<file path="config.mk">
export PLATFORM = sky130hd
export DESIGN_NAME = nextAddress
export DESIGN_NICKNAME = d
export VERILOG_FILES = /design/src/source/microwordPkg.sv /design/src/source/nextAddress.sv
export VERILOG_INCLUDE_DIRS = /design/src /design/src/source
export SDC_FILE = /design/constraint.sdc
export NUM_CORES = 1
export LEC_CHECK = 0
export ABC_CLOCK_PERIOD_IN_PS = 1820
export BUFFER_PORTS_ARGS = -buffer_cell sky130_fd_sc_hd__buf_2
export CAP_MARGIN = 20
export CORE_MARGIN = 2
export CORE_UTILIZATION = 35
export CTS_BUF_LIST = sky130_fd_sc_hd__clkbuf_8
export CTS_CLUSTER_SIZE = 10
export DETAILED_ROUTE_END_ITERATION = 7
export PLACE_DENSITY_LB_ADDON = 0.08
export SLEW_MARGIN = 20
export SYNTH_ARGS = -nofsm -noshare
export SYNTH_HDL_FRONTEND = slang
export SYNTH_SLANG_ARGS = --single-unit
export TNS_END_PERCENT = 10
</file>
<file path="constraint.sdc">
create_clock -name CLK -period 1.82 [get_ports CLK]
set_clock_uncertainty 0.15 [all_clocks]
set_input_delay 0.273 -clock CLK [delete_from_list [all_inputs] [get_ports CLK]]
set_output_delay 0.273 -clock CLK [all_outputs]
set_load 0.1 [all_outputs]
</file>
<file path="src/source/sequencer_cfg.svh">
`ifndef SEQUENCER_CFG_SVH
`define SEQUENCER_CFG_SVH

////////////////////////////////////////
// Sequencer sizing
////////////////////////////////////////

// Control RAM address width, 2048 microwords
`define CRAM_ADR_BITS 11

// Entries in the call/return stack
`define STACK_DEPTH 16

// Diagnostic data width, same as one microword
`define DIAG_DATA_BITS 18

`endif

</file>
<file path="src/source/microwordPkg.sv">
`default_nettype none
`include "sequencer_cfg.svh"

package microwordPkg;

  ////////////////////////////////////////
  // Microword layout, MSB to LSB
  ////////////////////////////////////////

  // call | disp | cond | jump
  localparam int J_BITS    = `CRAM_ADR_BITS;
  localparam int COND_BITS = 3;
  localparam int DISP_BITS = 3;

  localparam int J_LSB    = 0;
  localparam int COND_LSB = J_LSB + J_BITS;
  localparam int DISP_LSB = COND_LSB + COND_BITS;
  localparam int CALL_BIT = DISP_LSB + DISP_BITS;

  // Dispatch forms ORed into the jump field
  typedef enum logic [DISP_BITS-1:0] {
    dispNone   = 3'd0,
    dispIr     = 3'd1,
    dispReturn = 3'd2,
    dispSkip   = 3'd3
  } dispSel_t;

  // Skip condition, flag index or constant one
  typedef enum logic [COND_BITS-1:0] {
    skipC0, skipC1, skipC2, skipC3,
    skipC4, skipC5, skipC6, skipAlways
  } skipCond_t;

endpackage

`default_nettype wire

</file>
<file path="src/source/nextAddress.sv">
`timescale 1ns/100ps
`default_nettype none
`include "sequencer_cfg.svh"

module nextAddress (
  input  logic                       CLK,
  input  logic                       RESET,
  input  logic [`DIAG_DATA_BITS-1:0] microword,
  input  logic [`CRAM_ADR_BITS-1:0]  irDispatch,
  input  logic [7:0]                 condFlags,
  input  logic                       forceTrap,
  input  logic                       running,
  input  logic                       addrLoad,
  input  logic [`CRAM_ADR_BITS-1:0]  addrLoadValue,
  input  logic [`CRAM_ADR_BITS-1:0]  returnAddr,
  output logic [`CRAM_ADR_BITS-1:0]  craAddr,
  output logic                       push,
  output logic                       pop,
  output logic [`CRAM_ADR_BITS-1:0]  pushValue
);
  import microwordPkg::*;

  logic                      callBit;
  dispSel_t                  dispSel;
  skipCond_t                 skipCond;
  logic [J_BITS-1:0]         jField;
  logic                      skipBit;
  logic [`CRAM_ADR_BITS-1:0] dispValue;
  logic [`CRAM_ADR_BITS-1:0] nextAddr;

  // Field decode of the current microword
  assign callBit  = microword[CALL_BIT];
  assign dispSel  = dispSel_t'(microword[DISP_LSB +: DISP_BITS]);
  assign skipCond = skipCond_t'(microword[COND_LSB +: COND_BITS]);
  assign jField   = microword[J_LSB +: J_BITS];

  // Skip lands in bit 0 only
  always_comb begin
    if (skipCond == skipAlways) begin
      skipBit = 1'b1;
    end else begin
      skipBit = condFlags[skipCond];
    end
  end

  ////////////////////////////////////////
  // Dispatch mux
  ////////////////////////////////////////

  always_comb begin
    case (dispSel)
      dispIr:     dispValue = irDispatch;
      dispReturn: dispValue = returnAddr;
      dispSkip:   dispValue = {{(`CRAM_ADR_BITS-1){1'b0}}, skipBit};
      default:    dispValue = '0;
    endcase
  end

  // Trap overrides everything and goes to 3777
  assign nextAddr = forceTrap ? '1 : (jField | dispValue);

  // Stack controls only move in running cycles
  assign push      = running & (forceTrap | callBit);
  assign pop       = running & ~forceTrap & (dispSel == dispReturn);
  assign pushValue = craAddr;

  // addrLoad only arrives while halted
  always_ff @(posedge CLK) begin
    if (RESET) begin
      craAddr <= '0;
    end else if (addrLoad) begin
      craAddr <= addrLoadValue;
    end else if (running) begin
      craAddr <= nextAddr;
    end
  end

endmodule

`default_nettype wire

</file>
==> Implementation_results.wiki <==
{| class="wikitable"
! Metric !! Value
|-
| Run status || finished clean
|-
| Worst EP arrival || 1.11 ns
|-
| Most frequent cells in the layout || buf_2, nor2_1, nand2_1, dfxtp_1, o32ai_1
|-
| Startpoint types || input port
|-
| Clock slew at reported path FFs || 0.06 ns
|-
| Count of unique library cells instantiated by Yosys || 28
|-
| Data required time at the worst endpoint || 1.40 ns
|-
| DRC marker count from the first detailed-route iteration || 9
|-
| Number of setup violations in the final report || 0
|-
| DRT antenna net count || 0
|-
| Core outline area || 2410 um^2
|-
| Total instance count after detailed placement || 206
|-
| Total wire length after detailed routing || 2600 um
|-
| Int Pwr || 0.541 mW
|-
| Leakage power || 0.680 nW
|-
| Layout filler cell count || 243
|-
| Antenna fix cells || 0
|-
| Vias after detailed routing || 1054
|-
| Global route overflow || 0
|-
| CTS Root Cell || clkbuf_8
|-
| Total number of nets in the final design || 245
|-
| Vias in the first global route || 914
|-
| Min-delay worst type || in2reg
|-
| Flop2flop setup slack || 0.57 ns
|-
| Placed instance area || 1280 um^2
|-
| Syn_nets || 166
|-
| Routability-driven placement congestion ratio || 0.715
|-
| Synth Cell Area || 865 um^2
|-
| Count of instances resized after the clock tree is built || 0
|-
| Floorplan row count || 18
|-
| Deepest level of the CTS H-tree || 1
|-
| Leading cell type in the layout, fill and taps excluded || buf_2
|-
| Insertion delay to the later sink of the worst-skew pair || 0.24 ns
|-
| Number of sinks handled by clock tree synthesis || 11
|-
| Number of placed I/O pins || 88
|-
| Synthesis Warnings || 0
|-
| Aggregate negative setup slack || 0 ns
|-
| Largest registers || craAddr (11)
|-
| Number of buffers created by CTS || 3
|-
| Number of buffers inserted by hold repair at cts || 0
|-
| Time the final worst path needs with I/O delays and setup || 1.53 ns
|-
| Routed length per instance || 12.4 um
|-
| Sequential share of power || 0.261
|-
| Reg2reg start || craAddr[0]
|-
| Highest ir drop seen on vdd || 0.523 mV
|-
| Sum of net half-perimeters after detailed placement || 2140 um
|-
| Number of standard cells after synthesis || 102
|-
| Maximum number of pins on one net before global-route repair || 14
|-
| Flip-flop count of the largest register, all copies and words added || 11
|-
| Least-Margin Pin Slew || 0.484 ns
|-
| Net switching power figure || 0.512 mW
|-
| Area of all placed cells without fillers || 1330 um^2
|-
| Input/output buffers || 86
|-
| R2r worst-path depth || 3
|-
| Biggest fanout along the worst timing path || 8
|-
| Fraction of final layout cells sized beyond drive strength 1 || 0.583
|-
| Final period utilization || 0.840
|-
| Global-route wire length before repair || 3820 um
|-
| Die Width || 53.7 um
|-
| Effective utilization at floorplan || 0.359
|-
| Unrepaired setup endpoints after global routing || false
|-
| End of the critical path || pop
|-
| Max-capacitance violation count || 0
|-
| Register name with the most flops || craAddr
|-
| Highest clock frequency the design can meet || 0.654 GHz
|-
| Area growth, synth to finish || 53.3%
|-
| Height of the chip || 53.7 um
|-
| Remaining DRCs || 0
|-
| Post-synthesis sequential element count || 11
|-
| Length of the first detailed-routing pass in iterations || 4
|-
| Combined global-route utilization of all metal layers || 0.178
|-
| Class of the most critical setup path || in2out
|-
| Endpoints failing hold || 0
|-
| Antenna violations before repair || 0
|-
| Worst slew margin relative to its limit || 0.679
|-
| Count of placed standard cells in the final layout, fillers left out || 210
|-
| Type of destination of the critical path || primary output
|-
| Total die area || 2880 um^2
|-
| Via/cell ratio || 5.02
|-
| Slew Limit Fails || 0
|-
| Buffers inserted by post-CTS timing repair || 0
|-
| Clock share of power || 0.237
|-
| Clock Path Buffers || 2
|-
| Worst R2R End || craAddr[0]
|-
| TritonCTS clock tree || done
|-
| Power per cell area || 794 nW/um^2
|-
| Share of power burned in combinational logic || 0.502
|-
| Average instance area after synthesis || 8.48 um^2
|-
| Sequential area share after synthesis || 0.255
|-
| Setup crit start || running
|-
| Fraction of power spent switching nets || 0.486
|}
[worst max-delay path, stage by stage]
cell and delay (ns):
buf_2 0.17, nand2b_1 0.24, nor3_4 0.23, buf_12 0.20
[worst min-delay path by stage]
stage / startpoint / end / slack, ns / depth (start not counted)
after floorplan: addrLoadValue[9] / craAddr[9] / 0.28 / 2
after global placement: craAddr[4] / craAddr[4] / 0.36 / 2
after detailed placement: craAddr[8] / craAddr[8] / 0.38 / 2
after CTS: addrLoadValue[4] / craAddr[4] / 0.15 / 3
after global routing: addrLoadValue[9] / craAddr[9] / 0.16 / 3
final: addrLoadValue[1] / craAddr[1] / 0.14 / 3
[power by group through the flow]
stage | combinational [mW] | sequential [mW] | clock, mW
finish | 0.529 | 0.275 | 0.249
global route | 0.554 | 0.278 | 0.265
CTS | 0.532 | 0.275 | 0.252
detailed placement | 0.531 | 0.281 | 0
global placement | 0.529 | 0.279 | 0
floorplan | 0.278 | 0.425 | 0
[metal layers]
metal / global-route usage / part of all wire / vias up
li1: - / - / 536
met1: 0.242 / 0.42 / 473
met2: 0.303 / 0.51 / 45
met3: 0.0250 / 0.073 / 0
met4: 0.0256 / 0 / 0
met5: 0 / 0 / -
[metrics by stage]
step                power (mW)  utilization  hold slack (ns)  worst slack (ns)
detailed placement       0.812        0.531            0.377             0.104
floorplan                0.703            -            0.276           -0.0280
global route              1.10        0.550            0.159             0.235
CTS                       1.06        0.550            0.147             0.276
finish                    1.05        0.550            0.142             0.290
global placement         0.808        0.531            0.364             0.162
[cell usage after synthesis]
library cell   number  area [um^2]
buf_2               1         5.00
mux4_2              1         22.5
o31ai_1             1         7.51
or2_2               1         6.26
a2111oi_2           1         15.0
dlygate4sd1_1       2         17.5
nor3_1              2         10.0
nor3b_4             2         37.5
nor4_1              5         31.3
a211o_1             2         17.5
nand2_1            11         41.3
a21oi_1             5         25.0
nand2b_1            2         12.5
clkbuf_1            1         3.75
nor2_1             12         45.0
nor2b_1             2         12.5
o21ai_0             1         5.00
o21a_1              2         15.0
a211oi_1            2         15.0
buf_6               2         22.5
inv_1               1         3.75
or3_1               1         6.26
o32ai_1            10         87.6
dfxtp_1            11          220
a211o_2             3         30.0
a22o_1              5         43.8
a221oi_2            1         15.0
buf_4              12         90.1
[logic make-up after synthesis]
logic type,count (synthesis),synth area share
AO/OA/AOI/OAI,33,0.320
flip-flops,11,0.255
AND/OR/NAND/NOR,38,0.234
buffers and inverters,19,0.165
multiplexers,1,0.0260
[area by class of cell]
type	instances	area [um^2]	share of cell area
Multi-Input combinational cell	72	513	0.387
Timing Repair Buffer	92	505	0.381
Sequential cell	11	220	0.166
Clock buffer	3	41.3	0.0312
Tap cell	30	37.5	0.0283
Clock inverter	1	3.75	0.00283
Inverter	1	3.75	0.00283
(Power assumes the default switching activity.)
