[src/source/sequencer_cfg.svh]
`ifndef SEQUENCER_CFG_SVH
`define SEQUENCER_CFG_SVH

////////////////////////////////////////
// Sequencer sizing
////////////////////////////////////////

// Control RAM address width, 2048 microwords
`define CRAM_ADR_BITS 11

// Entries in the call/return stack
`define STACK_DEPTH 16

// Diagnostic data width, same as one microword
`define DIAG_DATA_BITS 18

`endif

[src/source/sbrStack.sv]
`timescale 1ns/100ps
`default_nettype none
`include "sequencer_cfg.svh"

module sbrStack #(
  parameter int PTR_BITS   = $clog2(`STACK_DEPTH),
  parameter int DEPTH_BITS = PTR_BITS + 1
) (
  input  logic                      CLK,
  input  logic                      RESET,
  input  logic                      push,
  input  logic                      pop,
  input  logic [`CRAM_ADR_BITS-1:0] pushValue,
  output logic [`CRAM_ADR_BITS-1:0] returnAddr,
  output logic [DEPTH_BITS-1:0]     stackDepth
);

  logic [`CRAM_ADR_BITS-1:0] stackMem [`STACK_DEPTH];
  logic [PTR_BITS-1:0]       stackPtr;
  logic [PTR_BITS-1:0]       topPtr;
  logic [PTR_BITS-1:0]       writePtr;
  logic [DEPTH_BITS-1:0]     depthAfterPop;

  // Pointer addresses the next free slot, top sits just below
  assign topPtr     = stackPtr - 1'b1;
  assign returnAddr = stackMem[topPtr];

  // Pop applies first, so a call+return overwrites the top
  assign writePtr = pop ? topPtr : stackPtr;

  always_ff @(posedge CLK) begin
    if (push) begin
      stackMem[writePtr] <= pushValue;
    end
  end

  // Circular, so overflow simply wraps over the oldest entry
  always_ff @(posedge CLK) begin
    if (RESET) begin
      stackPtr <= '0;
    end else if (push && !pop) begin
      stackPtr <= stackPtr + 1'b1;
    end else if (pop && !push) begin
      stackPtr <= topPtr;
    end
  end

  ////////////////////////////////////////
  // Depth counter, saturates at full
  ////////////////////////////////////////

  always_comb begin
    depthAfterPop = stackDepth;
    if (pop && stackDepth != '0) begin
      depthAfterPop = stackDepth - 1'b1;
    end
  end

  always_ff @(posedge CLK) begin
    if (RESET) begin
      stackDepth <= '0;
    end else if (push && depthAfterPop != DEPTH_BITS'(`STACK_DEPTH)) begin
      stackDepth <= depthAfterPop + 1'b1;
    end else begin
      stackDepth <= depthAfterPop;
    end
  end

endmodule

`default_nettype wire

[config.mk]
export PLATFORM = sky130hd
export DESIGN_NAME = sbrStack
export DESIGN_NICKNAME = d
export VERILOG_FILES = /design/src/source/sbrStack.sv
export VERILOG_INCLUDE_DIRS = /design/src /design/src/source
export SDC_FILE = /design/constraint.sdc
export NUM_CORES = 1
export LEC_CHECK = 0
export BUFFER_PORTS_ARGS = -buffer_cell sky130_fd_sc_hd__buf_2
export CAP_MARGIN = 20
export CORE_MARGIN = 8
export CORE_UTILIZATION = 40
export DETAILED_ROUTE_END_ITERATION = 8
export SLEW_MARGIN = 20
export SYNTH_ARGS = -nofsm -noshare
export SYNTH_HDL_FRONTEND = slang
export SYNTH_SLANG_ARGS = --single-unit
[constraint.sdc]
create_clock -name CLK -period 4.1 [get_ports CLK]
set_input_delay 0.205 -clock CLK [delete_from_list [all_inputs] [get_ports CLK]]
set_output_delay 0.205 -clock CLK [all_outputs]
set_load 0.005 [all_outputs]
==> results of run 1 <==
==> layout make-up <==
type | instances | area (sq um) | share of cell area, %
Timing Repair Buffer | 50 | 313 | 3.66
Sequential cell | 185 | 5470 | 64.1
Clock inverter | 11 | 123 | 1.44
Multi-Input combinational cell | 155 | 1880 | 22.0
Inverter | 6 | 22.5 | 0.264
Clock buffer | 20 | 437 | 5.12
Tap cell | 234 | 293 | 3.43
Antenna cell | 1 | 2.50 | 0.0293
==> power by group through the flow <==
| stage | Combinational (W) | Clock, W | Sequential, W |
|---|---|---|---|
| after CTS | 0.00111 | 0.00161 | 0.00223 |
| after floorplan | 0.000734 | 0 | 0.00225 |
| after global placement | 0.00109 | 0 | 0.00226 |
| final | 0.00109 | 0.00157 | 0.00223 |
| after detailed placement | 0.00110 | 0 | 0.00227 |
| after global routing | 0.00117 | 0.00168 | 0.00223 |
==> routing by layer <==
metal,up-vias,global-route usage (%)
li1,1596,-
met1,1899,17.4
met2,127,23.0
met3,25,4.08
met4,4,5.75
met5,-,0
==> final timing paths <==
kind	endpoint	slack (ns)	depth (start not counted)
hold reg to reg	stackPtr[1]	0.62	2
hold / removal	stackPtr[2]	0.09	2
setup reg to reg	stackMem[8][2]	1.37	6
setup / recovery	returnAddr[8]	0.89	6
==> synth_stat cells, drive strengths merged, types with 2 or more instances <==
cell and count:
o21ai 7, mux4 56, xnor2 6, a21oi 6, nand2 8, ha 4
inv 6, nand2b 2, nor3 10, clkbuf 8, buf 10, nor2 27
a31oi 2, edfxtp 176, dfxtp 9, nand3b 2, xor2 4, o31ai 2
nand3 3
==> stage by stage <==
stage                     hold WS, ns  instances
after floorplan                 0.304        364
after global placement          0.519        630
after detailed placement        0.522        630
after CTS                      0.0646        661
after global routing           0.0946        662
final                          0.0864        662
==> cells by family (layout without fill, tap and decap cells) <==
family	after synthesis	after routing	synth area share [%]
AND/OR/NAND/NOR	59	59	3.80
XOR/XNOR	10	10	1.18
other	0	1	0
flip-flops	185	185	73.4
adder cells (fa/ha/maj)	4	4	0.672
buffers and inverters	24	87	1.63
multiplexers	57	57	17.1
AO/OA/AOI/OAI	25	25	2.27
==> registers in the layout, indices dropped and copies added (netlist names) <==
register and count:
stackPtr 4, stackDepth 5, stackMem 176
==> cell usage in the layout (no fill, tap or decap), types with 2 or more instances in the layout <==
master,netlist,layout
a21oi_1,6,6
a31oi_1,2,2
buf_2,9,30
buf_4,0,19
bufinv_16,0,2
clkbuf_1,6,3
clkbuf_16,0,17
clkinv_1,0,2
clkinv_2,0,2
clkinv_4,0,2
dfxtp_1,9,8
edfxtp_1,176,176
ha_1,4,3
inv_1,6,6
mux4_2,56,56
nand2_1,8,8
nand2b_1,2,2
nand3_1,2,2
nand3b_1,2,2
nor2_1,27,27
nor3_1,10,10
o21ai_0,7,7
o31ai_1,2,2
xnor2_1,6,4
xnor2_2,0,2
xor2_1,4,4
==> summary.md, run 1 <==
| Metric | Value |
|---|---|
| Synth Instances | `364` |
| Layout net count | `434` |
| Clk pin slew, worst setup/hold paths | `0.06 ns` |
| Setup TNS | `0 ns` |
| Yosys warnings | `0` |
| Die X | `152 um` |
| P_int | `0.00359 W` |
| Synth top area share | `71.0%` |
| Async set-reset flop share out of synthesis | `0%` |
| Reg-to-reg startpoint | `stackPtr[1]` |
| Finished Cell Area | `8540 sq um` |
| Period utilization | `78.4%` |
| Setup violations, final | `0` |
| WL per Instance | `23.7 um` |
| Unique masters post-synth | `38` |
| Final Wtd Congestion | `0.815` |
| I/O pin count | `31` |
| Die span in y | `152 um` |
| Routed Wire Length | `15.7 mm` |
| Hold buffers post-CTS | `0` |
| Switching Share | `26.5%` |
| Initial DRT Pass Iterations | `4` |
| Crit path largest cell delay | `0.72 ns` |
| Final core occ | `46.1%` |
| Cell taking the most area after synthesis | `edfxtp_1` |
| Initial antenna violation count | `3` |
| Worst-Margin Slew | `0.942 ns` |
| Area contributors post-synth | `edfxtp_1 71%, mux4_2 17%, dfxtp_1 2.4%` |
| Combinational share of power | `22.3%` |
| Clk sink count | `185` |
| Synthesized cell area | `7450 sq um` |
| Post-synthesis net count | `383` |
| Area Overhead vs Synth | `14.6%` |
| Setup Fix Bufs, Post-CTS | `0` |
| Number of buffers added on ports | `30` |
| CP Cell Sequence | `inv_1 > ha_2 > buf_12 > mux4_2 > mux4_2 > buf_2` |
| Top Layer Used | `met5` |
| Post-synth EDFFs | `176` |
| Net Sw Power | `0.00129 W` |
| Overflow after GRT | `0` |
| Worst Path Arrival | `3.01 ns` |
| Delay-heaviest family, CP | `multiplexers` |
| DR DRC count | `0` |
| Slowest-stage cell, CP | `ha_2` |
| Pre-CTS setup slack | `1.33 ns` |
| Hold Startpoint | `RESET` |
| Pwr per Cell Area | `571 nW/um^2` |
| GRT Total Usage | `14.1%` |
| Met2 wire length | `7.88 mm` |
| Main synth FF type | `edfxtp_1` |
| CP Launch Type | `register` |
| Final Worst Setup Slack | `0.887 ns` |
| CTS tree | `built` |
| Wire length on met3 | `1.25 mm` |
| WS Path Type | `register to primary output` |
| Part of the power in registers | `45.6%` |
| M1 WL | `6.19 mm` |
| Mapped Avg Cell Area | `20.5 sq um` |
| Core area | `18500 sq um` |
| Via count | `3651` |
| Die area | `23200 sq um` |
| Crit path launch | `stackPtr[1]` |
| Clk root buf | `clkbuf_16` |
| Final hold vios | `0` |
| Largest net degree at the start of global routing | `46` |
| Depth of the CTS H-tree | `4` |
| Filler cells | `1554` |
| Fmax | `311 MHz` |
| Leak pwr | `2.73 nW` |
| Post-DR vias/cell | `5.52` |
| Relative slew slack | `37.2%` |
| Worst skew pair latency | `0.43 ns` |
| DR iter-0 viols | `337` |
| RSZ-0062 raised after global routing | `false` |
| Remaining antenna violation count after routing | `0` |
| Total power | `0.00488 W` |
| Sequential element share of the synthesized area | `73.4%` |
| Number of global-route vias before repair | `3889` |
| Clock Power Share | `32.1%` |
| Peak supply drop | `0.295 mV` |
| First-pass GRT wire length | `24.1 mm` |
| Critical Path RT | `3.89 ns` |
| DP HPWL | `9.64 mm` |
| Status | `finished clean` |
| Total CTS buffers | `17` |
| Crit. End Element | `primary output` |
| Fin. max-slew vios | `0` |
| Row Count | `50` |
| Post-DP Area | `7980 sq um` |
| Yosys reg bits | `185` |
| CP max FO | `28` |
| Layout cells sized above 1 | `33.3%` |
| Max cap viols | `0` |
| Clock skew | `0.00512 ns` |
| Final min period | `3.21 ns` |
| CTS resizes | `0` |
| Clock buffer depth | `2` |
| Most frequent CP cell | `mux4_2` |
| Tightest Hold Check Type | `input pin to register` |
| Initial Util | `40.2%` |
| CP bufs+invs | `3` |
Note: power is estimated with default switching activity, not from simulation.
==> run 2, diff against run 1 <==
clock period = 2.74 ns   (was 4.1 ns; I/O delays follow)
==> run 2 against run 1 <==
Net effect: core utilization is 1.1 points higher; register-to-register slack worse by 0.94 ns; sequential power is 49% higher; largest power group unchanged; die area stayed put; worst hold slack worse by 0.061 ns; clock-buffer cell count is 2 lower; sequential share of layout area is 1.5 points lower; first-iteration DRC count is 38% higher; critical path type unchanged; clock power is 50% higher; non-clock buffer count is 17 higher.
==> summary.md, run 2 (same netlist as run 1, synthesis figures left out) <==
| Metric | Value |
|---|---|
| Status | `finished clean` |
| Hold-critical path depth | `2 (unchanged)` |
| Reg2Reg Setup Slack | `0.43 ns (-0.94 ns)` |
| Most common cell after layout, fill and taps aside | `edfxtp_1` |
| Reg-to-reg startpoint | `stackPtr[2]` |
| Largest reg by FF count | `stackMem` |
| Setup violations, final | `0 (unchanged)` |
| Clock skew | `0.0199 ns (+0.0148 ns)` |
| DP HPWL | `9.86 mm (+2.3%)` |
| Clk root buf | `clkbuf_16` |
| CP Launch Type | `register` |
| Setup TNS | `0 ns (unchanged)` |
| Critical Path RT | `2.60 ns (-1.29 ns)` |
| Worst skew pair latency | `0.44 ns (about the same)` |
| Layout net count | `451 (+3.9%)` |
| Tightest Hold Check Type | `input pin to register` |
| Initial DRT Pass Iterations | `5 (+1)` |
| WS Path Type | `register to primary output` |
| Reg2Reg Depth | `5 (-1)` |
| I/O pin count | `31 (unchanged)` |
| DR iter-0 viols | `466 (+38%)` |
| Via count | `3649 (-0.055%)` |
| GRT Total Usage | `13.6% (-0.46 points)` |
| Met2 Usage GRT | `22.2% (-0.84 points)` |
| Core area | `18500 sq um (unchanged)` |
| Worst Path Arrival | `2.45 ns (-0.56 ns)` |
| Crit. End Element | `primary output` |
| Overflow after GRT | `0 (unchanged)` |
| Hold Startpoint | `RESET` |
| Final Wtd Congestion | `0.765 (-6.1%)` |
| Leak pwr | `2.84 nW (+4.0%)` |
| Number of buffers added on ports | `30 (unchanged)` |
| Clk pin slew, worst setup/hold paths | `0.06 ns (about the same)` |
| Ant diodes | `0 (-1)` |
| Peak supply drop | `0.489 mV (+66%)` |
| Die area | `23200 sq um (unchanged)` |
| First-pass GRT wire length | `23.3 mm (-3.5%)` |
| Layout cells sized above 1 | `38.7% (+5.4 points)` |
| Final Worst Setup Slack | `0.149 ns (-0.737 ns)` |
| Initial antenna violation count | `0 (-3)` |
| Routed Wire Length | `15.3 mm (-2.8%)` |
| GR Util met3 | `3.12% (-0.96 points)` |
| Top Usage Layer GRT | `met2` |
| Pwr per Cell Area | `840 nW/um^2 (+47%)` |
| WL per Instance | `22.5 um (-5.2%)` |
| Number of global-route vias before repair | `3856 (-0.85%)` |
| Final hold vios | `0 (unchanged)` |
| Commonest non-fill, non-tap cells in the layout | `176 x edfxtp_1, 56 x mux4_2, 32 x buf_4` |
| Depth of the CTS H-tree | `4 (unchanged)` |
| Finished Cell Area | `8740 sq um (+2.4%)` |
| Final min period | `2.59 ns` |
| Met1 usage | `17.4% (+0.018 points)` |
| Hold buffers post-CTS | `0 (unchanged)` |
| Period utilization | `94.5%` |
| Die span in y | `152 um (unchanged)` |
| CP max FO | `24 (-14%)` |
| Pre-CTS setup slack | `0.399 ns (-0.926 ns)` |
| Die X | `152 um (unchanged)` |
| Final core occ | `47.2% (+1.1 points)` |
| Largest net degree at the start of global routing | `29 (-37%)` |
| Post-DR vias/cell | `5.37 (-2.6%)` |
| Reg-to-reg endpoint | `stackMem[1][8]` |
| Filler cells | `1531 (-1.5%)` |
| Clk sink count | `185 (unchanged)` |
| Clock buffer depth | `2 (unchanged)` |
| Largest regs | `stackMem: 176 flops, stackDepth: 5 flops, stackPtr: 4 flops` |
| DR DRC count | `0 (unchanged)` |
| Fin. max-slew vios | `0 (unchanged)` |
| CTS tree | `built` |
| Fmax | `386 MHz` |
| RSZ-0062 raised after global routing | `false` |
| Initial Util | `40.2% (unchanged)` |
| Relative slew slack | `51.8% (+15 points)` |
| WHS Endpoint | `stackPtr[0]` |
| Total CTS buffers | `17 (unchanged)` |
| Post-DP Area | `8160 sq um (+2.3%)` |
| Max reg flops | `176 (unchanged)` |
| Row Count | `50 (unchanged)` |
| Worst-Margin Slew | `0.715 ns (-0.227 ns)` |
| Area Overhead vs Synth | `17.4%` |
| Remaining antenna violation count after routing | `0 (unchanged)` |
| Max cap viols | `0 (unchanged)` |
## run 2: cell count changes in the layout (fill, tap and decap cells not counted), moves of 2 or more
cell / change
buf_4: +13
nor2_1: -8
nor2_2: +8
buf_12: +3
clkinv_4: +3
clkbuf_1: -2
inv_6: +2
## run 2: where the power goes
part	leakage (nW)	total, W	internal, W	switching (W)
Clock	0.277	0.00235	0.00127	0.00107
Combinational	0.896	0.00167	0.000830	0.000837
Sequential	1.66	0.00333	0.00325	0.0000786
Total	2.84	0.00734	0.00535	0.00199
## run 2: per-stage QoR
step / std cells / total power, W / hold slack, ns
floorplan: 364 / 0.00447 / 0.236
global placement: 647 / 0.00505 / 0.448
detailed placement: 647 / 0.00507 / 0.461
CTS: 679 / 0.00743 / 0.00914
global route: 679 / 0.00765 / 0.0279
finish: 679 / 0.00734 / 0.0249
## run 2: cell type report
| cell class | count | area, sq um | area share (%) |
|---|---|---|---|
| Sequential cell | 185 | 5470 | 62.6 |
| Timing Repair Buffer | 67 | 482 | 5.51 |
| Multi-Input combinational cell | 155 | 1910 | 21.8 |
| Inverter | 6 | 22.5 | 0.258 |
| Tap cell | 234 | 293 | 3.35 |
| Clock buffer | 18 | 429 | 4.91 |
| Clock inverter | 14 | 139 | 1.59 |
## run 2: what timing repair did
action                     in CTS  in global routing
gates resized for setup         1                  2
buffers inserted                0                  0
setup endpoints to repair      11                 10
## run 2: worst max path at each step
stage / startpoint / to / slack, ns / cells after the start
after global routing: stackPtr[0] / returnAddr[2] / 0.03 / 4
after floorplan: stackPtr[0] / stackMem[2][0] / -0.008 / 9
after CTS: stackPtr[1] / returnAddr[2] / 0.03 / 6
after global placement: stackPtr[1] / stackMem[1][6] / 0.42 / 7
after detailed placement: stackPtr[1] / returnAddr[2] / 0.40 / 6
final: stackPtr[1] / returnAddr[2] / 0.15 / 6
## run 2: routing by layer
metal / up-vias / wire length, um
li1: 1637 / -
met1: 1899 / 6340
met2: 100 / 7770
met5: - / 0
met4: 0 / 193
met3: 13 / 949
## run 2: worst max-delay path: stages (launching register included)
cell     delay (ns)
dfxtp_2        0.38
inv_1          0.11
ha_4           0.35
buf_12         0.20
mux4_2         0.34
mux4_2         0.49
buf_2          0.14
