==> src/source/sequencer_cfg.svh <==
`ifndef SEQUENCER_CFG_SVH
`define SEQUENCER_CFG_SVH

////////////////////////////////////////
// Sequencer sizing
////////////////////////////////////////

// Control RAM address width, 2048 microwords
`define CRAM_ADR_BITS 11

// Entries in the call/return stack
`define STACK_DEPTH 16

// Diagnostic data width, same as one microword
`define DIAG_DATA_BITS 18

`endif

==> src/source/diagPkg.sv <==
`default_nettype none

package diagPkg;

  // Functions carried by a diagnostic strobe
  typedef enum logic [2:0] {
    diagNop       = 3'd0,
    diagWriteAddr = 3'd1,
    diagWriteWord = 3'd2,
    diagLoadAddr  = 3'd3,
    diagRun       = 3'd4,
    diagHalt      = 3'd5,
    diagRead      = 3'd6
  } diagFunc_t;

  // Readback source, taken from diagData[1:0]
  typedef enum logic [1:0] {
    readAddr, readStackTop, readStackDepth
  } readSel_t;

endpackage

`default_nettype wire

==> src/source/diagRegs.sv <==
`timescale 1ns/100ps
`default_nettype none
`include "sequencer_cfg.svh"

module diagRegs #(
  parameter int DEPTH_BITS = $clog2(`STACK_DEPTH) + 1,
  parameter int DATA_BITS  = `DIAG_DATA_BITS
) (
  input  logic                      CLK,
  input  logic                      RESET,
  input  logic                      diagStrobe,
  input  diagPkg::diagFunc_t        diagFunc,
  input  logic [DATA_BITS-1:0]      diagData,
  input  logic [`CRAM_ADR_BITS-1:0] craAddr,
  input  logic [`CRAM_ADR_BITS-1:0] returnAddr,
  input  logic [DEPTH_BITS-1:0]     stackDepth,
  output logic                      running,
  output logic                      csWriteEn,
  output logic [`CRAM_ADR_BITS-1:0] csWriteAddr,
  output logic [DATA_BITS-1:0]      csWriteData,
  output logic                      addrLoad,
  output logic [`CRAM_ADR_BITS-1:0] addrLoadValue,
  output logic [DATA_BITS-1:0]      diagReadData
);
  import diagPkg::*;

  logic [`CRAM_ADR_BITS-1:0] writePtr;
  logic                      isWriteAddr;
  logic                      isWriteWord;
  logic                      isLoadAddr;
  logic                      isRead;
  readSel_t                  readSel;
  logic [DATA_BITS-1:0]      readValue;

  // Function decode, qualified by the strobe
  assign isWriteAddr = diagStrobe && (diagFunc == diagWriteAddr);
  assign isWriteWord = diagStrobe && (diagFunc == diagWriteWord);
  assign isLoadAddr  = diagStrobe && (diagFunc == diagLoadAddr);
  assign isRead      = diagStrobe && (diagFunc == diagRead);
  assign readSel     = readSel_t'(diagData[1:0]);

  always_comb begin
    case (readSel)
      readAddr:       readValue = DATA_BITS'(craAddr);
      readStackTop:   readValue = DATA_BITS'(returnAddr);
      readStackDepth: readValue = DATA_BITS'(stackDepth);
      default:        readValue = '0;
    endcase
  end

  ////////////////////////////////////////
  // Run state, strobes and readback
  ////////////////////////////////////////

  always_ff @(posedge CLK) begin
    if (RESET) begin
      running      <= 1'b0;
      csWriteEn    <= 1'b0;
      addrLoad     <= 1'b0;
      writePtr     <= '0;
      diagReadData <= '0;
    end else begin
      if (diagStrobe && diagFunc == diagRun) begin
        running <= 1'b1;
      end else if (diagStrobe && diagFunc == diagHalt) begin
        running <= 1'b0;
      end
      // Auto increment after each word
      if (isWriteAddr) begin
        writePtr <= diagData[`CRAM_ADR_BITS-1:0];
      end else if (isWriteWord) begin
        writePtr <= writePtr + 1'b1;
      end
      csWriteEn <= isWriteWord;
      // Address load is ignored while sequencing
      addrLoad  <= isLoadAddr && !running;
      if (isRead) begin
        diagReadData <= readValue;
      end
    end
  end

  // Write and load payloads
  always_ff @(posedge CLK) begin
    if (isWriteWord) begin
      csWriteAddr <= writePtr;
      csWriteData <= diagData;
    end
    if (isLoadAddr) begin
      addrLoadValue <= diagData[`CRAM_ADR_BITS-1:0];
    end
  end

endmodule

`default_nettype wire

==> config.mk <==
export PLATFORM = sky130hd
export DESIGN_NAME = diagRegs
export DESIGN_NICKNAME = d
export VERILOG_FILES = /design/src/source/diagPkg.sv /design/src/source/diagRegs.sv
export VERILOG_INCLUDE_DIRS = /design/src /design/src/source
export SDC_FILE = /design/constraint.sdc
export NUM_CORES = 1
export LEC_CHECK = 0
export BUFFER_PORTS_ARGS = -buffer_cell sky130_fd_sc_hd__buf_2
export CAP_MARGIN = 20
export CORE_MARGIN = 2
export CORE_UTILIZATION = 40
export DETAILED_ROUTE_END_ITERATION = 16
export GPL_TIMING_DRIVEN = 0
export PLACE_DENSITY = 0.72
export SLEW_MARGIN = 30
export SYNTH_ARGS = -nofsm -noshare
export SYNTH_HDL_FRONTEND = slang
export SYNTH_SLANG_ARGS = --single-unit
export TNS_END_PERCENT = 30
==> constraint.sdc <==
create_clock -name CLK -period 2 [get_ports CLK]
set_clock_uncertainty 0.1 [all_clocks]
set_input_delay 0.1 -clock CLK [delete_from_list [all_inputs] [get_ports CLK]]
set_output_delay 0.1 -clock CLK [all_outputs]
set_load 0.01 [all_outputs]
==> impl_metrics.toml, run 1 <==
[timing]
tightest_slew_ns = 0.680
drv_slew = 0
finalWorstPathRequiredPeriod_ns = 1.67
rsz0062_at_grt = "no"
max_freq_ghz = 0.600
finalSetupViolCount = 0
setup_ws_ns = 0.332
period_share_pct = 83.4
finalHoldViolCount = 0
maxSlewHeadroom_pct = 54.6

[final_layout]
layout_commonest_cell = "buf_2"
post-route-cell-area_mm2 = 0.00366
mostFrequentLayoutCells = "buf_2 (104), edfxtp_1 (40), nor2_1 (26)"
utilization_pct = 58.7
diodes = 0
syn2layout_area_growth_pct = 43.9
nets = 387
post_route_cells_drive_above_1_share_pct = 41.5
n_fill_cell = 533

[global_route]
overflow = 0
grt_pass1_vias = 1869
grt_usage_pct = 16.1
grt_pass1_wl_um = 8780
antenna_found_initial = 0
grt_max_degree = 34

[worst_setup_path]
required_ns = 2.11
start_kind = "primary input"
critical_path_class = "in -> reg"
crit_path_end_kind = "flop"
worst_ep_arrival_time_ns = 1.78
critPathMaxFanout = 10

[clock_tree]
cts_tree = "yes"
cts_sinks = 65
clk_pin_slew_ns = 0.07
cts_buffers = 9
postCtsResizedCells = 0
clockBufferDepth = 2
root_buffer = "clkbuf_8"
clock_latency_ns = 0.33
cts_setup_buffers = 0
htree_levels = 3

[die]
coreArea_mm2 = 0.00624
placement_rows = 29
dieArea_mm2 = 0.00702
die_y_um = 83.8
io-pin-count = 112
initial_core_util_pct = 40.8
fp.dieW_um = 83.8

[placed_design]
gp_congestion = 0.754
hpwlAfterDp_um = 3870
dpl_cell_area_mm2 = 0.00318
port_buffers = 103
pre_cts_ws_ns = 0.101

[synthesis]
synth_fa_ha_area_share_pct = 0.491
synth_compound_area_share_pct = 7.32
synth.avg_cell_area_um2 = 13.3
ys_types = 33
ys_seq_area_share_pct = 66.8
synth_seq_cells = 65
yosys.area_share.simple_pct = 13.0
netlist_area_mm2 = 0.00255
synth_top_family_by_area = "simple AND/OR/NAND/NOR gates"
yosys_warnings = 0
synth_cells = 191
synthXorXnorAreaFrac_pct = 3.44
muxShareOfSynthArea_pct = 4.57

[route]
first_pass_iters = 4
final_antenna_net_count = 0
wl_per_cell_um = 13.4
drc = 0
drt-initial-drc-count = 100
routed_wl_um = 5600
via_count = 1953
via_per_inst = 4.68

[power_and_ir_drop]
power_leakage_nw = 1.50
ir_worst_vdd_mv = 0.460
power_density_mw_per_mm2 = 837

[outcome]
status = "complete, no violations"

[hold_path]
hold_path.class = "in -> reg"

[run]
maxCapViolCount = 0
## registers in the layout (all words and copies together), names as in the netlist
name and cells:
csWriteEn 1, running 1, writePtr 11, addrLoadValue 11, diagReadData 11, csWriteAddr 11
addrLoad 1, csWriteData 18
## cells in the mapped netlist
master / instances / area [µm²]
nor4_4: 1 / 21.3
buf_2: 1 / 5.00
buf_4: 7 / 52.6
dfxtp_1: 25 / 500
mux2_2: 5 / 56.3
a21oi_1: 7 / 35.0
nand3_1: 3 / 15.0
buf_6: 1 / 11.3
nor3b_1: 2 / 15.0
nor3_1: 13 / 65.1
nor2_1: 26 / 97.6
nand4_2: 1 / 12.5
ha_1: 1 / 12.5
a221oi_1: 5 / 43.8
xor2_1: 2 / 17.5
conb_1: 1 / 3.75
nor4_2: 3 / 37.5
nand4_1: 2 / 12.5
nand3b_1: 1 / 7.51
a211oi_2: 3 / 37.5
edfxtp_1: 40 / 1200
nand4b_1: 1 / 8.76
clkbuf_1: 5 / 18.8
inv_1: 4 / 15.0
a211oi_1: 8 / 60.1
nor2b_1: 1 / 6.26
buf_1: 1 / 3.75
mux2i_1: 6 / 60.1
nand2_1: 4 / 15.0
nand4bb_1: 1 / 11.3
xnor2_1: 8 / 70.1
and3_1: 1 / 6.26
o2bb2a_1: 1 / 10.0
## kinds of logic (layout without fill, tap and decap cells)
| group | Yosys count | count (layout) |
|---|---|---|
| buf+inv | 19 | 162 |
| simple gates | 60 | 60 |
| flops | 65 | 65 |
| mux | 11 | 11 |
| other cells | 1 | 7 |
| compound gates | 24 | 24 |
| fa+ha+maj | 1 | 1 |
| xor+xnor | 10 | 10 |
## worst paths after layout
check              startpoint         endpoint  slack [ns]  depth (start not counted)
setup / recovery  diagData[0]  diagReadData[3]        0.33                          6
hold / removal    diagFunc[1]          running        0.04                          4
setup reg to reg  writePtr[2]     writePtr[10]        0.44                          4
hold reg to reg       running         addrLoad        0.36                          1
## critical path, stage by stage
cell and delay (ns):
dlygate4sd3_1 0.52, buf_2 0.16, buf_2 0.30, mux2_2 0.38, a221oi_1 0.25, nor3_1 0.07
## per-layer routing
metal	track usage, %	part of all wire (%)
met5	0	0
met4	6.16	0.91
met1	19.3	43
met2	26.5	48
met3	5.93	8.1
## stage by stage
stage | instances | setup TNS [ns] | hold WS (ns) | total power [W]
global route | 417 | 0 | 0.0507 | 0.00318
CTS | 417 | 0 | 0.0270 | 0.00310
detailed placement | 377 | 0 | 0.179 | 0.00172
floorplan | 197 | 0 | 0.0956 | 0.00161
finish | 417 | 0 | 0.0413 | 0.00307
global placement | 377 | -1.89 | 0.179 | 0.00171
## layout make-up
type,instances,area (µm²),area share (%)
buffer,15,91.3,2.49
clock buffer,11,141,3.86
clock inverter,5,103,2.80
inverter,4,15.0,0.410
multi-input combinational,113,761,20.8
sequential,65,1700,46.4
tap,77,96.3,2.63
timing repair buffer,127,756,20.6
## what timing repair did
action,in CTS,in global routing
endpoints found under the hold margin,44,0
endpoints found under the setup margin,0,0
hold buffers,24,0
## power breakdown
group	internal [W]	switching, W	leakage (nW)
registers	0.00146	0.0000193	0.560
clock network	0.000860	0.000481	0.120
logic	0.000128	0.000117	0.821
No activity file was read; power rests on OpenSTA's default activity.
==> inputs of run 2 (changes only) <==
- clock period: 2 -> 1.4 ns (I/O delays scaled with it)
==> impl_metrics.toml, run 2 (synthesis results as in run 1) <==
[outcome]
status = "finished with violations"
violations = "setup timing"

[clock_tree]
cts_sinks = 65
clockBufferDepth = 2
htree_levels = 3
cts_buffers = 9
clock_latency_ns = 0.34
cts_tree = "yes"
clk_pin_slew_ns = 0.07
root_buffer = "clkbuf_8"

[worst_setup_path]
r2r-start = "writePtr[0]"
start_kind = "flop"
r2r_end = "writePtr[6]"
worst_ep_arrival_time_ns = 1.54
crit_start = "writePtr[0]"
r2r.worst_path.cells = 5
crit_path_end_kind = "flop"
crit_end = "writePtr[6]"
critical_path_class = "reg -> reg"
required_ns = 1.53
critPathMaxFanout = 5
r2r_slack_ns = -0.009

[power_and_ir_drop]
power_leakage_nw = 1.57
p_sw_share_pct = 20.6
p_int_w = 0.00345
pwr-share-clk_pct = 42.9
power_switching_w = 0.000896
seqPwrFrac_pct = 48.6
p_comb_share_pct = 8.4
ir_worst_vdd_mv = 0.649
power_density_mw_per_mm2 = 1150

[run]
maxCapViolCount = 0

[route]
via_per_inst = 4.76
met3WireLength_um = 535
wl_per_cell_um = 13.9
drc = 0
met2_length_um = 2860
drt-initial-drc-count = 72
final_antenna_net_count = 0
via_count = 2012
wl_met1_um = 2410
first_pass_iters = 4
routed_wl_um = 5900
maxUsedRoutingLayer = "met4"

[final_layout]
syn2layout_area_growth_pct = 48.6
n_fill_cell = 547
max_flop_register = "csWriteData"
post_route_cells_drive_above_1_share_pct = 45.1
layout_commonest_cell = "buf_2"
diodes = 0
largest_reg_flops = 18
utilization_pct = 60.6
stdcell_count = 423
nets = 393
mostFrequentLayoutCells = "buf_2 (104), edfxtp_1 (40), nor2_1 (26)"

[placed_design]
placed_cells = 377
port_buffers = 103
hpwlAfterDp_um = 3810
gp_congestion = 0.748

[hold_path]
hold_path.class = "in -> reg"

[die]
io-pin-count = 112
die_y_um = 83.8
dieArea_mm2 = 0.00702
placement_rows = 29
initial_core_util_pct = 40.8
fp.dieW_um = 83.8
coreArea_mm2 = 0.00624

[timing]
max_freq_ghz = 0.710
tightest_slew_ns = 0.626
holdWs_ns = 0.0291
finalSetupViolCount = 1
setup_ws_ns = -0.00855
finalHoldViolCount = 0
drv_slew = 0
period_share_pct = 101
finalWorstPathRequiredPeriod_ns = 1.41
maxSlewHeadroom_pct = 58.3
setup_tns_ns = -0.00855
rsz0062_at_grt = "yes"

[global_route]
grt_usage_pct = 17.0
grt_pass1_wl_um = 9270
grt_max_degree = 18
overflow = 0
antenna_found_initial = 0
grt_pass1_vias = 2061
run 2: worst min-delay path by stage:
stage / from / to / cells past startpoint
floorplan: diagFunc[0] / running / 1
global placement: diagData[11] / csWriteData[11] / 1
detailed placement: diagData[15] / csWriteData[15] / 1
CTS: RESET / diagReadData[3] / 2
global route: RESET / diagReadData[0] / 2
finish: RESET / diagReadData[3] / 2
run 2: layout make-up:
class	count	area (µm²)	area share, %
buffer	15	91.3	2.41
clock buffer	10	128	3.37
clock inverter	6	106	2.81
inverter	4	18.8	0.496
multi-input combinational	113	821	21.7
sequential	65	1720	45.4
tap	77	96.3	2.55
timing repair buffer	132	796	21.0
timing repair inverter	1	7.51	0.198
run 2: repair_timing:
action	4_1_cts	5_1_grt
pin swaps	1	6
setup buffers	0	4
endpoints found under the setup margin	9	5
gates cloned	1	0
hold buffers	25	0
endpoints found under the hold margin	44	0
gates resized for setup	9	11
run 2: power groups by stage:
stage | combinational, W | sequential [W] | clock [W]
6_report | 0.000367 | 0.00211 | 0.00187
5_1_grt | 0.000404 | 0.00212 | 0.00198
4_1_cts | 0.000360 | 0.00211 | 0.00189
3_5_place_dp | 0.000303 | 0.00216 | 0
3_3_place_gp | 0.000295 | 0.00215 | 0
2_1_floorplan | 0.000129 | 0.00218 | 0
run 2: metrics by stage:
stage	worst slack (ns)	cell area, µm²	total power [W]
floorplan	-0.0962	2570	0.00230
detailed placement	-0.559	3180	0.00246
finish	-0.00855	3780	0.00435
CTS	-0.0763	3700	0.00437
global route	-0.0709	3780	0.00450
global placement	-0.546	3180	0.00245
run 2: worst max-delay path, stage by stage, from the launching register on:
cell and delay (ns):
dfxtp_4 0.38, ha_4 0.15, inv_1 0.09, nor3_2 0.22
xnor2_1 0.09, a211oi_1 0.28
run 2: per-layer routing:
layer	GRT usage [%]	up-vias
met5	0	-
met4	5.72	0
met3	7.02	12
met2	29.5	91
met1	18.8	916
li1	-	993
==> inputs of run 3 (changes only) <==
- ABC_AREA: not set -> 1
- CORE_UTILIZATION: 40 -> 43
- PLACE_DENSITY: 0.72 -> 0.76
- TNS_END_PERCENT: 30 -> not set
==> impl_metrics.toml, run 3 <==
[outcome]
status = "finished with violations"
violations = "hold timing"

[clock_tree]
clk_pin_slew_ns = 0.07
clock_latency_ns = 0.34
root_buffer = "clkbuf_8"
cts_buffers = 9
clockBufferDepth = 2
cts_tree = "yes"
cts_sinks = 65
htree_levels = 3

[synthesis]
netlist_area_mm2 = 0.00269
synth_most_common_cell = "nand2_1"
synthTopCellsByArea = "edfxtp_1 (45%), dfxtp_1 (19%), nand2_1 (9.2%), a21oi_1 (4.8%), nand3_1 (3.2%)"
ys.flop_type = "edfxtp_1"
ys_seq_area_share_pct = 63.3
ys_types = 31
yosys_warnings = 0
synth_cells = 268
synth_seq_cells = 65
yosysTopAreaCell = "edfxtp_1"
synth_edf_count = 40
synth.avg_cell_area_um2 = 10.0
synth_top_cell_area_share_pct = 44.7
synth_commonest_cells = "nand2_1 (66), edfxtp_1 (40), a21oi_1 (26), dfxtp_1 (25), inv_1 (22)"
synthArstFlopShare_pct = 0

[timing]
finalSetupViolCount = 0
maxSlewHeadroom_pct = 59.6
rsz0062_at_grt = "yes"
finalWorstPathRequiredPeriod_ns = 1.38
period_share_pct = 98.6
finalHoldViolCount = 2
holdWs_ns = -0.0666
drv_slew = 0
tightest_slew_ns = 0.605
max_freq_ghz = 0.724

[final_layout]
post_route_cells_drive_above_1_share_pct = 38.2
largest_reg_flops = 18
syn2layout_area_growth_pct = 51.0
stdcell_count = 512
nets = 484
diodes = 0
utilization_pct = 67.7
layout_commonest_cell = "buf_2"
post-route-cell-area_mm2 = 0.00406
mostFrequentLayoutCells = "buf_2 (105), nand2_1 (65), edfxtp_1 (40)"
max_flop_register = "csWriteData"

[die]
io-pin-count = 112
die_y_um = 83.0
fp.dieW_um = 83.0
initial_core_util_pct = 44.8
coreArea_mm2 = 0.00599
dieArea_mm2 = 0.00690
placement_rows = 28

[route]
via_count = 2447
final_antenna_net_count = 0
via_per_inst = 4.78
wl_per_cell_um = 13.2
routed_wl_um = 6730
drt-initial-drc-count = 174
first_pass_iters = 4
drc = 0

[worst_setup_path]
cp_cell_sequence = "ha_4 -> nand3_4 -> nor2_4 -> buf_6 -> nand2_1 -> nand2_1 -> nand3_1 -> nand2_1 -> a21oi_2"
critPathMaxFanout = 4
slowest_delay_ns = 0.37
slowest_stage = "dfxtp_4"
cpLargestDelayFamily = "simple AND/OR/NAND/NOR gates"
start_kind = "flop"
critical_path_class = "reg -> reg"
crit_path_end_kind = "flop"
worst_ep_arrival_time_ns = 1.48
critPathBufInv = 1
cpMostUsedCell = "nand2_1"
required_ns = 1.50
r2r_slack_ns = 0.02

[placed_design]
gp_congestion = 0.833
hpwlAfterDp_um = 4420
port_buffers = 103
dpl_cell_area_mm2 = 0.00332
placed_cells = 452

[global_route]
grt_pass1_vias = 2371
grt_pass1_wl_um = 10800
antenna_found_initial = 0
grt_max_degree = 17
overflow = 0
grt_usage_pct = 19.8

[power_and_ir_drop]
totalPowerFinal_w = 0.00438
power_density_mw_per_mm2 = 1080
power_leakage_nw = 1.80
ir_worst_vdd_mv = 0.605

[hold_path]
hold_path.class = "in -> reg"

[run]
maxCapViolCount = 0
[run 3: cell count changes after synthesis, moves of 8 or more]
cell and delta:
nand3_1 +14, a211oi_1 -8, nor2_1 -9, nand2_1 +62
a21oi_1 +19, nor3_1 -12, inv_1 +18, o21ai_0 +13
xnor2_1 -8
[run 3: repair_timing]
action                                 in CTS  in global routing
pin swaps                                   1                  6
gates cloned                                1                  0
resized for setup                          10                 20
buffers inserted                            2                  6
endpoints found under the hold margin      42                  0
setup endpoints to repair                   4                 30
hold buffers                               39                  0
[run 3: cell families after synthesis]
group                    share of synthesized area (%)
adder cells (fa/ha/maj)                          0.466
AND/OR/NAND/NOR                                   19.5
buffers and inverters                             7.17
AO/OA/AOI/OAI                                     8.43
XOR/XNOR                                         0.978
other                                            0.140
flip-flops                                        63.3
[run 3: tightest hold or removal path, stage by stage]
cell	delay (ns)
buf_2	0.08
a21oi_1	0.05
a21oi_1	0.13
[run 3: layout make-up]
type / instances / area (µm²)
fillers: 456 / 1940
flip-flops and latches: 65 / 1710
repair buffers: 146 / 930
multi-input cells: 169 / 870
clock buffers: 10 / 128
clock inverters: 6 / 106
inverters: 26 / 105
plain buffers: 14 / 104
well taps: 75 / 93.8
repair inverters: 1 / 7.51
[run 3: routing by layer]
metal | up-vias | wire length (µm) | GRT usage, %
li1 | 1218 | - | -
met1 | 1088 | 2740 | 22.8
met2 | 129 | 3280 | 33.4
met3 | 12 | 569 | 5.37
met4 | 0 | 149 | 10.9
met5 | - | 0 | 0
[run 3: through the flow]
stage          worst slack (ns)  TNS, ns
2_1_floorplan            0.0124        0
3_3_place_gp             -0.283    -8.79
3_5_place_dp             -0.364   -10.62
4_1_cts                  0.0209        0
5_1_grt                 -0.0420  -0.0800
6_report                 0.0194        0
[run 3: power by group]
part | switching (W) | total (W) | internal (W)
Combinational | 0.000207 | 0.000414 | 0.000206
Sequential | 0.0000255 | 0.00211 | 0.00208
Clock | 0.000683 | 0.00186 | 0.00117
Total | 0.000916 | 0.00438 | 0.00346
[run 3: final timing paths]
kind              startpoint              end  cells past startpoint
max              writePtr[1]      writePtr[8]                      9
min               craAddr[7]  diagReadData[7]                      3
max reg2reg      writePtr[1]      writePtr[8]                      9
min reg2reg  diagReadData[0]  diagReadData[0]                      2
